===== src/common/video_pkg.sv =====
package video_pkg;

    //////////////////////////////
    // Pixel stream
    //////////////////////////////

    typedef logic [10:0] pix_x_t;                // Column inside the active line
    typedef logic [9:0]  pix_y_t;                // Row inside the active frame

    typedef struct packed {
        logic        vsync;                      // Frame marker
        logic        href;                       // Line active
        logic        de;                         // Pixel valid this cycle
        pix_x_t      x;
        pix_y_t      y;
        logic [15:0] rgb;                        // RGB565
    } pixel_pack_t;

    //////////////////////////////
    // Box overlay setup
    //////////////////////////////

    typedef struct packed {
        pix_x_t      start_x;
        pix_y_t      start_y;
        pix_x_t      end_x;
        pix_y_t      end_y;
        logic [15:0] color;                      // RGB565 outline color
        logic        en;
    } box_cfg_t;

    //////////////////////////////
    // APB register map
    //////////////////////////////

    typedef logic [7:0] apb_addr_t;

    localparam apb_addr_t ADDR_CTRL  = 8'h00;    // Camera select and box enable
    localparam apb_addr_t ADDR_BOX_X = 8'h04;    // Start x low half, end x high half
    localparam apb_addr_t ADDR_BOX_Y = 8'h08;    // Start y low half, end y high half
    localparam apb_addr_t ADDR_COLOR = 8'h0C;

    localparam int CTRL_SEL_BIT    = 0;
    localparam int CTRL_BOX_EN_BIT = 1;

endpackage : video_pkg


===== src/capture/cam_capture.sv =====
`timescale 1ns/10ps

module cam_capture #(
    parameter int H_ACT = 1280,
    parameter int V_ACT = 720
) (
    input  logic                   clk,
    input  logic                   i_rst_n,
    input  logic                   i_vsync,
    input  logic                   i_href,
    input  logic                   i_byte_en,
    input  logic [7:0]             i_data,
    output video_pkg::pixel_pack_t o_pack
);

    import video_pkg::*;

    logic       href_q;
    logic       phase;                                  // High while a high byte waits
    logic [7:0] hi_byte;
    pix_x_t     x_cnt;
    pix_y_t     y_cnt;

    logic take;
    logic href_rise;
    logic href_fall;
    logic first_byte;
    logic in_frame;
    logic emit;

    assign take       = i_byte_en && i_href;
    assign href_rise  = i_href && !href_q;
    assign href_fall  = !i_href && href_q;
    assign first_byte = href_rise || !phase;            // A new line always opens a new pair
    assign in_frame   = (x_cnt < pix_x_t'(H_ACT)) && (y_cnt < pix_y_t'(V_ACT));
    assign emit       = take && !first_byte && !i_vsync && in_frame;

    // Byte pairing and raster position
    always_ff @(posedge clk) begin
        if (!i_rst_n) begin
            href_q <= 1'b0;
            phase  <= 1'b0;
            x_cnt  <= '0;
            y_cnt  <= '0;
        end else begin
            href_q <= i_href;
            if (i_vsync) begin
                phase <= 1'b0;
                x_cnt <= '0;
                y_cnt <= '0;
            end else begin
                if (take) begin
                    phase <= first_byte;
                end else if (href_rise) begin
                    phase <= 1'b0;
                end

                if (href_fall) begin
                    x_cnt <= '0;
                    if (y_cnt < pix_y_t'(V_ACT)) begin
                        y_cnt <= y_cnt + pix_y_t'(1);   // Saturates one past the last row
                    end
                end else if (emit) begin
                    x_cnt <= x_cnt + pix_x_t'(1);
                end
            end
        end
    end

    always_ff @(posedge clk) begin
        if (take && first_byte) begin
            hi_byte <= i_data;
        end
    end

    // Flags follow the bytes by one cycle so they stay aligned with the pixel
    always_ff @(posedge clk) begin
        if (!i_rst_n) begin
            o_pack.vsync <= 1'b0;
            o_pack.href  <= 1'b0;
            o_pack.de    <= 1'b0;
        end else begin
            o_pack.vsync <= i_vsync;
            o_pack.href  <= i_href;
            o_pack.de    <= emit;
        end
        if (emit) begin
            o_pack.x   <= x_cnt;
            o_pack.y   <= y_cnt;
            o_pack.rgb <= {hi_byte, i_data};
        end
    end

endmodule : cam_capture


===== src/process/box_overlay.sv =====
`timescale 1ns/10ps

module box_overlay #(
    parameter int BORDER = 2
) (
    input  logic                   clk,
    input  logic                   i_rst_n,
    input  video_pkg::pixel_pack_t i_pack,
    input  video_pkg::box_cfg_t    i_box,
    output video_pkg::pixel_pack_t o_pack
);

    logic in_box;
    logic near_edge;
    logic paint;

    //////////////////////////////
    // Outline hit test
    //////////////////////////////

    always_comb begin
        in_box = (i_pack.x >= i_box.start_x) && (i_pack.x <= i_box.end_x)
              && (i_pack.y >= i_box.start_y) && (i_pack.y <= i_box.end_y);

        // Integer math keeps the far edge from wrapping when it is near zero
        near_edge = (int'(i_pack.x) < int'(i_box.start_x) + BORDER)
                 || (int'(i_pack.x) + BORDER > int'(i_box.end_x))
                 || (int'(i_pack.y) < int'(i_box.start_y) + BORDER)
                 || (int'(i_pack.y) + BORDER > int'(i_box.end_y));

        paint = i_box.en && i_pack.de && in_box && near_edge;
    end

    //////////////////////////////
    // Output stage
    //////////////////////////////

    always_ff @(posedge clk) begin
        if (!i_rst_n) begin
            o_pack.vsync <= 1'b0;
            o_pack.href  <= 1'b0;
            o_pack.de    <= 1'b0;
        end else begin
            o_pack.vsync <= i_pack.vsync;
            o_pack.href  <= i_pack.href;
            o_pack.de    <= i_pack.de;
        end
        o_pack.x   <= i_pack.x;
        o_pack.y   <= i_pack.y;
        o_pack.rgb <= paint ? i_box.color : i_pack.rgb;    // Outline replaces the camera pixel
    end

endmodule : box_overlay


===== src/aim_video_top.sv =====
`timescale 1ns/10ps

module aim_video_top #(
    parameter int H_ACT  = 1280,
    parameter int V_ACT  = 720,
    parameter int BORDER = 2
) (
    input  logic        clk,
    input  logic        i_rst_n,

    input  logic        i_cam1_vsync,
    input  logic        i_cam1_href,
    input  logic        i_cam1_byte_en,
    input  logic [7:0]  i_cam1_data,

    input  logic        i_cam2_vsync,
    input  logic        i_cam2_href,
    input  logic        i_cam2_byte_en,
    input  logic [7:0]  i_cam2_data,

    input  logic        i_psel,
    input  logic        i_penable,
    input  logic        i_pwrite,
    input  logic [7:0]  i_paddr,
    input  logic [31:0] i_pwdata,
    output logic [31:0] o_prdata,
    output logic        o_pready,
    output logic        o_pslverr,

    output logic        o_vsync,
    output logic        o_hsync,
    output logic        o_de,
    output logic [7:0]  o_r,
    output logic [7:0]  o_g,
    output logic [7:0]  o_b
);

    import video_pkg::*;

    pixel_pack_t cam1_pack;
    pixel_pack_t cam2_pack;
    pixel_pack_t cam1_ovl;
    pixel_pack_t cam2_ovl;
    pixel_pack_t out_pack;
    box_cfg_t    box_cfg;
    logic        cam_sel;

    //////////////////////////////
    // Camera input side
    //////////////////////////////

    cam_capture #(.H_ACT(H_ACT), .V_ACT(V_ACT)) u_cam1_capture (
        .clk      (clk           ),
        .i_rst_n  (i_rst_n       ),
        .i_vsync  (i_cam1_vsync  ),
        .i_href   (i_cam1_href   ),
        .i_byte_en(i_cam1_byte_en),
        .i_data   (i_cam1_data   ),
        .o_pack   (cam1_pack     )
    );

    cam_capture #(.H_ACT(H_ACT), .V_ACT(V_ACT)) u_cam2_capture (
        .clk      (clk           ),
        .i_rst_n  (i_rst_n       ),
        .i_vsync  (i_cam2_vsync  ),
        .i_href   (i_cam2_href   ),
        .i_byte_en(i_cam2_byte_en),
        .i_data   (i_cam2_data   ),
        .o_pack   (cam2_pack     )
    );

    //////////////////////////////
    // Box overlay per camera
    //////////////////////////////

    box_overlay #(.BORDER(BORDER)) u_cam1_overlay (
        .clk    (clk      ),
        .i_rst_n(i_rst_n  ),
        .i_pack (cam1_pack),
        .i_box  (box_cfg  ),
        .o_pack (cam1_ovl )
    );

    box_overlay #(.BORDER(BORDER)) u_cam2_overlay (
        .clk    (clk      ),
        .i_rst_n(i_rst_n  ),
        .i_pack (cam2_pack),
        .i_box  (box_cfg  ),
        .o_pack (cam2_ovl )
    );

    //////////////////////////////
    // Output side
    //////////////////////////////

    stream_select u_stream_select (
        .clk     (clk     ),
        .i_rst_n (i_rst_n ),
        .i_pack_a(cam1_ovl),
        .i_pack_b(cam2_ovl),
        .i_sel   (cam_sel ),
        .o_pack  (out_pack)
    );

    video_out u_video_out (
        .clk    (clk     ),
        .i_rst_n(i_rst_n ),
        .i_pack (out_pack),
        .o_vsync(o_vsync ),
        .o_hsync(o_hsync ),
        .o_de   (o_de    ),
        .o_r    (o_r     ),
        .o_g    (o_g     ),
        .o_b    (o_b     )
    );

    apb_regs u_apb_regs (
        .clk      (clk      ),
        .i_rst_n  (i_rst_n  ),
        .i_psel   (i_psel   ),
        .i_penable(i_penable),
        .i_pwrite (i_pwrite ),
        .i_paddr  (i_paddr  ),
        .i_pwdata (i_pwdata ),
        .o_prdata (o_prdata ),
        .o_pready (o_pready ),
        .o_pslverr(o_pslverr),
        .o_box    (box_cfg  ),
        .o_cam_sel(cam_sel  )
    );

endmodule : aim_video_top


===== src/apb_regs.sv =====
`timescale 1ns/10ps

module apb_regs (
    input  logic                clk,
    input  logic                i_rst_n,
    input  logic                i_psel,
    input  logic                i_penable,
    input  logic                i_pwrite,
    input  logic [7:0]          i_paddr,
    input  logic [31:0]         i_pwdata,
    output logic [31:0]         o_prdata,
    output logic                o_pready,
    output logic                o_pslverr,
    output video_pkg::box_cfg_t o_box,
    output logic                o_cam_sel
);

    import video_pkg::*;

    logic        setup;
    logic        wr_en;
    logic        addr_hit;
    logic [31:0] rd_data;

    assign setup = i_psel && !i_penable;
    assign wr_en = i_psel && i_penable && i_pwrite;     // Takes effect on the access edge

    //////////////////////////////
    // Address decode
    //////////////////////////////

    always_comb begin
        addr_hit = 1'b1;
        rd_data  = '0;
        case (i_paddr)
            ADDR_CTRL:  rd_data = {30'd0, o_box.en, o_cam_sel};
            ADDR_BOX_X: rd_data = {5'd0, o_box.end_x, 5'd0, o_box.start_x};
            ADDR_BOX_Y: rd_data = {6'd0, o_box.end_y, 6'd0, o_box.start_y};
            ADDR_COLOR: rd_data = {16'd0, o_box.color};
            default:    addr_hit = 1'b0;
        endcase
    end

    // Response is set up in the setup phase and shows during the access phase
    always_ff @(posedge clk) begin
        if (!i_rst_n) begin
            o_pready  <= 1'b0;
            o_pslverr <= 1'b0;
        end else begin
            o_pready  <= setup;
            o_pslverr <= setup && !addr_hit;
        end
    end

    always_ff @(posedge clk) begin
        if (setup) begin
            o_prdata <= i_pwrite ? 32'd0 : rd_data;
        end
    end

    //////////////////////////////
    // Register storage
    //////////////////////////////

    always_ff @(posedge clk) begin
        if (!i_rst_n) begin
            o_box     <= '0;
            o_cam_sel <= 1'b0;
        end else if (wr_en) begin
            case (i_paddr)
                ADDR_CTRL: begin
                    o_cam_sel <= i_pwdata[CTRL_SEL_BIT];
                    o_box.en  <= i_pwdata[CTRL_BOX_EN_BIT];
                end
                ADDR_BOX_X: begin
                    o_box.start_x <= i_pwdata[10:0];
                    o_box.end_x   <= i_pwdata[26:16];
                end
                ADDR_BOX_Y: begin
                    o_box.start_y <= i_pwdata[9:0];
                    o_box.end_y   <= i_pwdata[25:16];
                end
                ADDR_COLOR: o_box.color <= i_pwdata[15:0];
                default: begin
                end
            endcase
        end
    end

endmodule : apb_regs


===== src/stream_select.sv =====
`timescale 1ns/10ps

module stream_select (
    input  logic                   clk,
    input  logic                   i_rst_n,
    input  video_pkg::pixel_pack_t i_pack_a,
    input  video_pkg::pixel_pack_t i_pack_b,
    input  logic                   i_sel,
    output video_pkg::pixel_pack_t o_pack
);

    logic sel_q;                                    // Source of the frame now on the output
    logic new_vsync;
    logic sel_next;

    assign new_vsync = i_sel ? i_pack_b.vsync : i_pack_a.vsync;
    assign sel_next  = ((i_sel != sel_q) && new_vsync) ? i_sel : sel_q;

    always_ff @(posedge clk) begin
        if (!i_rst_n) begin
            sel_q <= 1'b0;
        end else begin
            sel_q <= sel_next;
        end
    end

    always_ff @(posedge clk) begin
        if (!i_rst_n) begin
            o_pack.vsync <= 1'b0;
            o_pack.href  <= 1'b0;
            o_pack.de    <= 1'b0;
        end else begin
            o_pack.vsync <= sel_next ? i_pack_b.vsync : i_pack_a.vsync;
            o_pack.href  <= sel_next ? i_pack_b.href : i_pack_a.href;
            o_pack.de    <= sel_next ? i_pack_b.de : i_pack_a.de;
        end
        o_pack.x   <= sel_next ? i_pack_b.x : i_pack_a.x;
        o_pack.y   <= sel_next ? i_pack_b.y : i_pack_a.y;
        o_pack.rgb <= sel_next ? i_pack_b.rgb : i_pack_a.rgb;
    end

endmodule : stream_select


===== src/video_out.sv =====
`timescale 1ns/10ps

module video_out (
    input  logic                   clk,
    input  logic                   i_rst_n,
    input  video_pkg::pixel_pack_t i_pack,
    output logic                   o_vsync,
    output logic                   o_hsync,
    output logic                   o_de,
    output logic [7:0]             o_r,
    output logic [7:0]             o_g,
    output logic [7:0]             o_b
);

    logic [4:0] r5;
    logic [5:0] g6;
    logic [4:0] b5;

    assign r5 = i_pack.rgb[15:11];
    assign g6 = i_pack.rgb[10:5];
    assign b5 = i_pack.rgb[4:0];

    always_ff @(posedge clk) begin
        if (!i_rst_n) begin
            o_vsync <= 1'b0;
            o_hsync <= 1'b0;
            o_de    <= 1'b0;
            o_r     <= '0;
            o_g     <= '0;
            o_b     <= '0;
        end else begin
            o_vsync <= i_pack.vsync;
            o_hsync <= i_pack.href;                 // Line active drives the hsync pin
            o_de    <= i_pack.de;
            if (i_pack.de) begin
                o_r <= {r5, r5[4:2]};               // Top bits refill the low bits
                o_g <= {g6, g6[5:4]};
                o_b <= {b5, b5[4:2]};
            end else begin
                o_r <= '0;
                o_g <= '0;
                o_b <= '0;
            end
        end
    end

endmodule : video_out


===== config.mk =====
export PLATFORM = sky130hd
export DESIGN_NAME = aim_video_top
export DESIGN_NICKNAME = d
export VERILOG_FILES = /design/src/common/video_pkg.sv /design/src/capture/cam_capture.sv /design/src/process/box_overlay.sv /design/src/aim_video_top.sv /design/src/apb_regs.sv /design/src/stream_select.sv /design/src/video_out.sv
export SDC_FILE = /design/constraint.sdc
export NUM_CORES = 1
export LEC_CHECK = 0
export ABC_AREA = 1
export BUFFER_PORTS_ARGS = -buffer_cell sky130_fd_sc_hd__buf_4
export CAP_MARGIN = 20
export CELL_PAD_IN_SITES_DETAIL_PLACEMENT = 1
export CELL_PAD_IN_SITES_GLOBAL_PLACEMENT = 1
export CORE_ASPECT_RATIO = 0.8
export CORE_MARGIN = 10
export CORE_UTILIZATION = 42
export CTS_CLUSTER_SIZE = 14
export DETAILED_ROUTE_END_ITERATION = 6
export HOLD_SLACK_MARGIN = 0.03
export PLACE_DENSITY = 0.83
export SETUP_SLACK_MARGIN = 0.15
export SYNTH_ARGS = -nofsm -noshare
export SYNTH_HDL_FRONTEND = slang
export SYNTH_SLANG_ARGS = --single-unit

===== constraint.sdc =====
create_clock -name clk -period 2.5 [get_ports clk]
set_input_delay 0.5 -clock clk [delete_from_list [all_inputs] [get_ports clk]]
set_output_delay 0.5 -clock clk [all_outputs]
set_load 0.05 [all_outputs]

* Yosys cells after proc, flatten, opt, wreduce, memory -nomap -nowiden
Cells that the tools add are included.
Operators by class: add/sub/neg operators 10, order comparisons 20, equal/unequal tests 4, muxes and demuxes 14, bitwise logic cells 1, reduce and logical (&&, ||, !) cells 68
Operators with widths (number):
- case mux 27 bit (4 select lines) | 1
- > comparator 32 x 11 -> 1 bit | 2
- > comparator 32 x 12 -> 1 bit | 2
- < comparator 11 x 32 -> 1 bit | 2
- < comparator 12 x 32 -> 1 bit | 2
- 2-to-1 mux 16 bit | 3
- adder 11 x 2 -> 12 bit, second input constant | 3
- adder 10 x 2 -> 11 bit, second input constant | 3
- logical AND 1 bit | 33
- adder 11 x 1 -> 11 bit, second input constant | 2
- greater-or-equal comparator 11 bit | 2
- less-or-equal comparator 11 bit | 2
- < comparator 11 bit, second input constant | 2
- adder 10 x 1 -> 10 bit, second input constant | 2
- greater-or-equal comparator 10 bit | 2
- less-or-equal comparator 10 bit | 2
- < comparator 10 bit, second input constant | 2
- equality test 8 x 4 -> 1 bit, second input constant | 2
- AND reduction 2 bit | 7
- logical NOT 1 bit | 12
- 2-to-1 mux 1 bit | 10
- equality test 8 x 3 -> 1 bit, second input constant | 1
- logical NOT 8 bit | 1
- logical OR 1 bit | 8
- other kinds (6) | 9
Word-level totals: register bits after elaboration 319, bits of input ports 67, word-level logic and storage cells 166

* Logic depth before layout (Yosys ltp)
depth after elaboration 7, depth in mapped cells 21

* Modules after synthesis
A second synthesis with hierarchy kept.
Second synthesis, totals: cell total of the unflattened synthesis 2236, area, all modules 18536.5 um^2
Modules (own cells, without submodules):
- cam_capture | instances 2, cells each 250, area each 2711.4 um^2, sequential area each 1851.8 um^2
- box_overlay (u_cam2_overlay) | instances 1, cells each 520, area each 3723.6 um^2, sequential area each 800.8 um^2
- box_overlay (u_cam1_overlay) | instances 1, cells each 521, area each 3708.6 um^2, sequential area each 800.8 um^2
- apb_regs | instances 1, cells each 447, area each 3614.7 um^2, sequential area each 2052.0 um^2
- stream_select | instances 1, cells each 182, area each 1442.6 um^2, sequential area each 820.8 um^2
- video_out | instances 1, cells each 66, area each 624.3 um^2, sequential area each 380.4 um^2

* Worst setup path before layout
Ideal clock, no wire load.
path type input port to flip-flop, from in i_cam1_byte_en, to reg u_cam1_capture.x_cnt[6], library setup time 119 ps, arrival time 2440 ps, required time 2381 ps, slack -59 ps, cell stages on the path 9, cell sequence nand4_1 nor3_1 nand2_1 inv_1 nand3_1 nor2_1 nand2_1 o21ai_0 a21oi_1
On the way: cells in the longest elaborated chain, start to end 4
Ends and longest elaborated chain:
- start, declared | RTL line aim_video_top.sv:13 | input logic i_cam1_byte_en,
- logical AND 1 bit | RTL line cam_capture.sv:31 | assign take = i_byte_en && i_href;
- logical AND 1 bit (3 in a row) | RTL line cam_capture.sv:36 | assign emit = take && !first_byte && !i_vsync && in_frame;
- net u_cam1_capture.emit | RTL line cam_capture.sv:29 | logic emit;
- end signal, assigned | RTL line cam_capture.sv:64 | x_cnt <= x_cnt + pix_x_t'(1);
- end, declared | RTL line cam_capture.sv:21 | pix_x_t x_cnt;
The timed path passes the listed nets, and every way through them passes these cells. A chain may end at the register's enable or synchronous reset.

* Final worst setup path
from reg u_apb_regs.o_box[22] (netlist bit), to reg u_cam2_overlay.o_pack[3] (netlist bit)
On the way: cells in the longest elaborated chain, start to end 5, elaborated cells between the ends (all ways) 7, those cells by class 2 x order compare; 1 x mux; 4 x reduce/logical
Ends and longest elaborated chain:
- start, declared | RTL line apb_regs.sv:14 | output video_pkg::box_cfg_t o_box,
- parallel branches: the longest is 3 deep, another holds > comparator 32 x 11 -> 1 bit
- logical AND 1 bit (*) | RTL line box_overlay.sv:31 | paint = i_box.en && i_pack.de && in_box && near_edge;
- 2-to-1 mux 16 bit (*) | RTL line box_overlay.sv:50 | o_pack.rgb <= paint ? i_box.color : i_pack.rgb;
- end, declared | RTL line box_overlay.sv:10 | output video_pkg::pixel_pack_t o_pack
Mark *: on every way between the ends.

==> summary.txt <==
Synth Area in Simple Gates - 20.8%
DR iter-0 viols - 1851
chip height - 192 um
first-pass GRT wire length - 94000 um
Max-slew headroom - 38.6%
crit path capture type - flop
main combinational cell family by area after synthesis - simple AND/OR/NAND/NOR gates
failing checks - setup timing
Power Density - 538 mW/mm^2
Worst Path Arrival - 3680 ps
post-synthesis compound-gate area fraction - 10.2%
vias in the first global route - 15800
CTS max path bufs - 3
CP max stage cell - ha_1
DRC - 0
worst min-delay path class - in -> reg
Layout Utilization - 54.7%
area occupied by multi-input gates - 0.00817 sq mm
Fill cells - 4197
initial antenna violation count - 1
CTS tree - built
Setup CP Type - reg -> reg
largest net degree at the start of global routing - 77
core area - 0.0369 sq mm
PnR Total Power - 10900 uW
final net count - 2317
clock root buffer - clkbuf_16
Tcrit/Tclk final - 128%
DIE AREA - 0.0453 sq mm
grt total ovfl - 0
Worst Skew - 50.1 ps
Post-CTS Hold Buffers - 0
Cells after Synth - 1820
Max-Cap Viols - 0
CP Launch Type - flop
Clock Sinks - 306
Worst EP required - 3000 ps
max-slew violations - 0
post-synthesis adder-cell area fraction - 13.1%
post-synthesis cell area - 0.0156 sq mm
initial core utilization - 42.3%
area growth from synthesis to layout - 29.2%
final number of setup-violating endpoints - 32
sequential element share of the synthesized area - 46.7%
YS warnings - 0
critical path's top delay family - simple AND/OR/NAND/NOR gates
Via density - 6.01
chip width - 236 um
CP Max Fanout - 16
Least-Margin Pin Slew - 918 ps
setup ws final - -689 ps
num rows - 63
PortBufs - 117
remaining antenna violation count - 0
Top FF cell, synth - dfxtp_1
synthesized flop and latch total - 306
Post-synth EDFFs - 117
RSZ-0062 raised after global routing - yes
Post-DP HPWL - 42000 um
DR WL/cell - 27.1 um
Syn Area/Cell - 8.58 sq um
Register Area - 0.00731 sq mm
worst ir drop on vdd - 0.467 mV
mux cell area share after synthesis - 0%
IO Count - 128
Unique masters post-synth - 48
critical path's most frequent cell - nand2_1
Layout Cells excl Fill - 2599
GRT Resource Usage Total - 26.7%
Crit path largest cell delay - 410 ps
clk_lat worst skew - 580 ps
fraction of layout cells with a size suffix above 1 - 23.6%
Lkg Pwr - 0.00878 uW
status - finished with violations
Final Hold Fails - 0
Worst Path Buf+Inv - 3
DRT Pass-1 Iters - 6
ys async rst share - 0%
H-tree depth - 2
FMAX - 314 MHz
Post-Route WL - 70500 um
# diodes - 0
Worst-path clk slew - 90 ps
routed vias - 15600
Post-Synth XOR/XNOR Area - 2.47%
Num CTS Buffers - 34
placed cells - 2522
Final GP Congestion - 0.967
crit path time final - 3190 ps
WHS - 116 ps
worst-path cell chain - inv_1 -> ha_1 -> nand2_1 -> nor2_1 -> nand4_1 -> a21oi_1 -> nand3_1 -> nor2_2 -> buf_4 -> buf_8 -> nand3_2 -> nand2_1
-- report_power, final --
part           internal [uW]  total, uW  switching [uW]  leakage, uW
Combinational            124        395             271      0.00556
Sequential              5190       5210            19.9      0.00268
Clock                   2870       5240            2370     0.000547
Total                   8190      10900            2670      0.00878
-- synthesized netlist by cell type, types with 2 or more instances --
cell type,number,area share (%)
a21o_1,2,0.096
a21oi_1,148,4.7
a31oi_1,2,0.080
a41oi_1,2,0.11
and3_1,2,0.080
buf_4,16,0.77
clkbuf_1,30,0.72
dfxtp_1,189,24
edfxtp_1,117,23
ha_1,164,13
inv_1,201,4.8
nand2_1,384,9.2
nand2_2,16,0.64
nand2_4,4,0.29
nand3_1,93,3.0
nand3_2,3,0.19
nand4_1,31,1.2
nor2_1,182,4.4
nor2_2,7,0.28
nor3_1,24,0.77
nor4_1,4,0.16
o211ai_1,4,0.19
o21a_1,14,0.67
o21ai_0,105,3.4
o21bai_1,4,0.19
o221ai_1,8,0.45
xnor2_1,10,0.56
xor2_1,34,1.9
-- worst register-to-register path, cell delays in order (launching register included) --
cell	delay, ps
dfxtp_1	380
inv_1	260
ha_1	420
nand2_1	100
nor2_1	320
nand4_1	280
a21oi_1	320
nand3_1	150
nor2_2	130
buf_4	240
buf_8	250
nand3_2	140
nand2_1	130
-- kinds of logic (layout without fill, tap and decap cells) --
family | Yosys count | after routing
AND/OR/NAND/NOR | 759 | 761
flip-flops | 306 | 306
AO/OA/AOI/OAI | 294 | 294
buffers and inverters | 252 | 538
adder cells (fa/ha/maj) | 164 | 164
XOR/XNOR | 44 | 44
other | 1 | 5
-- layout make-up --
class	instances	share of cell area (%)
Clock inverter	14	0.770
Timing Repair Buffer	273	10.8
Multi-Input combinational cell	1268	40.5
Inverter	203	3.82
Clock buffer	48	4.78
Tap cell	487	3.02
Sequential cell	306	36.3
-- path summary, 6_finish.rpt --
check                                                from                         to  slack, ps  cells past startpoint
worst max-delay path                 u_apb_regs.o_box[22]   u_cam2_overlay.o_pack[3]       -690                     12
worst min-delay path                       i_cam1_data[4]   u_cam1_capture.o_pack[4]        120                      1
worst min register to register  u_cam2_capture.hi_byte[6]  u_cam2_capture.o_pack[14]        410                      0
worst max register to register       u_apb_regs.o_box[22]   u_cam2_overlay.o_pack[3]       -690                     12
-- per-stage QoR --
step	setup slack [ps]	instance area (sq um)	TNS (ps)
after floorplan	46.7	15700	0
after global placement	-317	18000	-8280
after detailed placement	-505	18000	-14420
after CTS	-202	19600	-5750
after global routing	-726	20200	-19110
final	-689	20200	-16600
-- placed cells by master (no fill, tap or decap), types with 12 or more instances in the layout --
cell / netlist / final
a21oi_1: 148 / 142
buf_4: 16 / 260
clkbuf_16: 0 / 35
dfxtp_1: 189 / 184
edfxtp_1: 117 / 117
ha_1: 164 / 148
ha_4: 0 / 14
inv_1: 201 / 195
nand2_1: 384 / 341
nand2_2: 16 / 47
nand2_4: 4 / 12
nand3_1: 93 / 56
nand3_2: 3 / 31
nand4_1: 31 / 31
nor2_1: 182 / 165
nor2_2: 7 / 15
nor3_1: 24 / 22
o21a_1: 14 / 14
o21ai_0: 105 / 103
xor2_1: 34 / 30
-- per-layer routing --
| metal | vias up | GRT usage, % | part of all wire (%) |
|---|---|---|---|
| met5 | - | 0 | 0.018 |
| met4 | 2 | 14.6 | 7.7 |
| met3 | 416 | 5.86 | 11 |
| met2 | 1072 | 45.4 | 45 |
| met1 | 7526 | 31.0 | 36 |
| li1 | 6604 | - | - |
-- what timing repair did --
action,CTS,global route
setup endpoints to repair,32,32
setup buffers,5,6
pin swaps,27,59
cloned,4,0
resized for setup,77,117
-- sequential cells by signal, summed over array words and instances (netlist names), 5 cells and up --
name and flops:
u_video_out.o_b 5, u_cam1_capture.hi_byte 8, u_cam2_capture.o_pack 39, u_video_out.o_r 5, u_cam2_capture.y_cnt 10, u_stream_select.o_pack 19
u_cam2_capture.hi_byte 8, u_video_out.o_g 6, u_cam1_capture.x_cnt 11, u_apb_regs.o_prdata 27, u_apb_regs.o_box 59, u_cam1_capture.y_cnt 10
u_cam1_overlay.o_pack 19, u_cam1_capture.o_pack 39, u_cam2_capture.x_cnt 11, u_cam2_overlay.o_pack 19
Note: power is estimated with default switching activity, not from simulation.
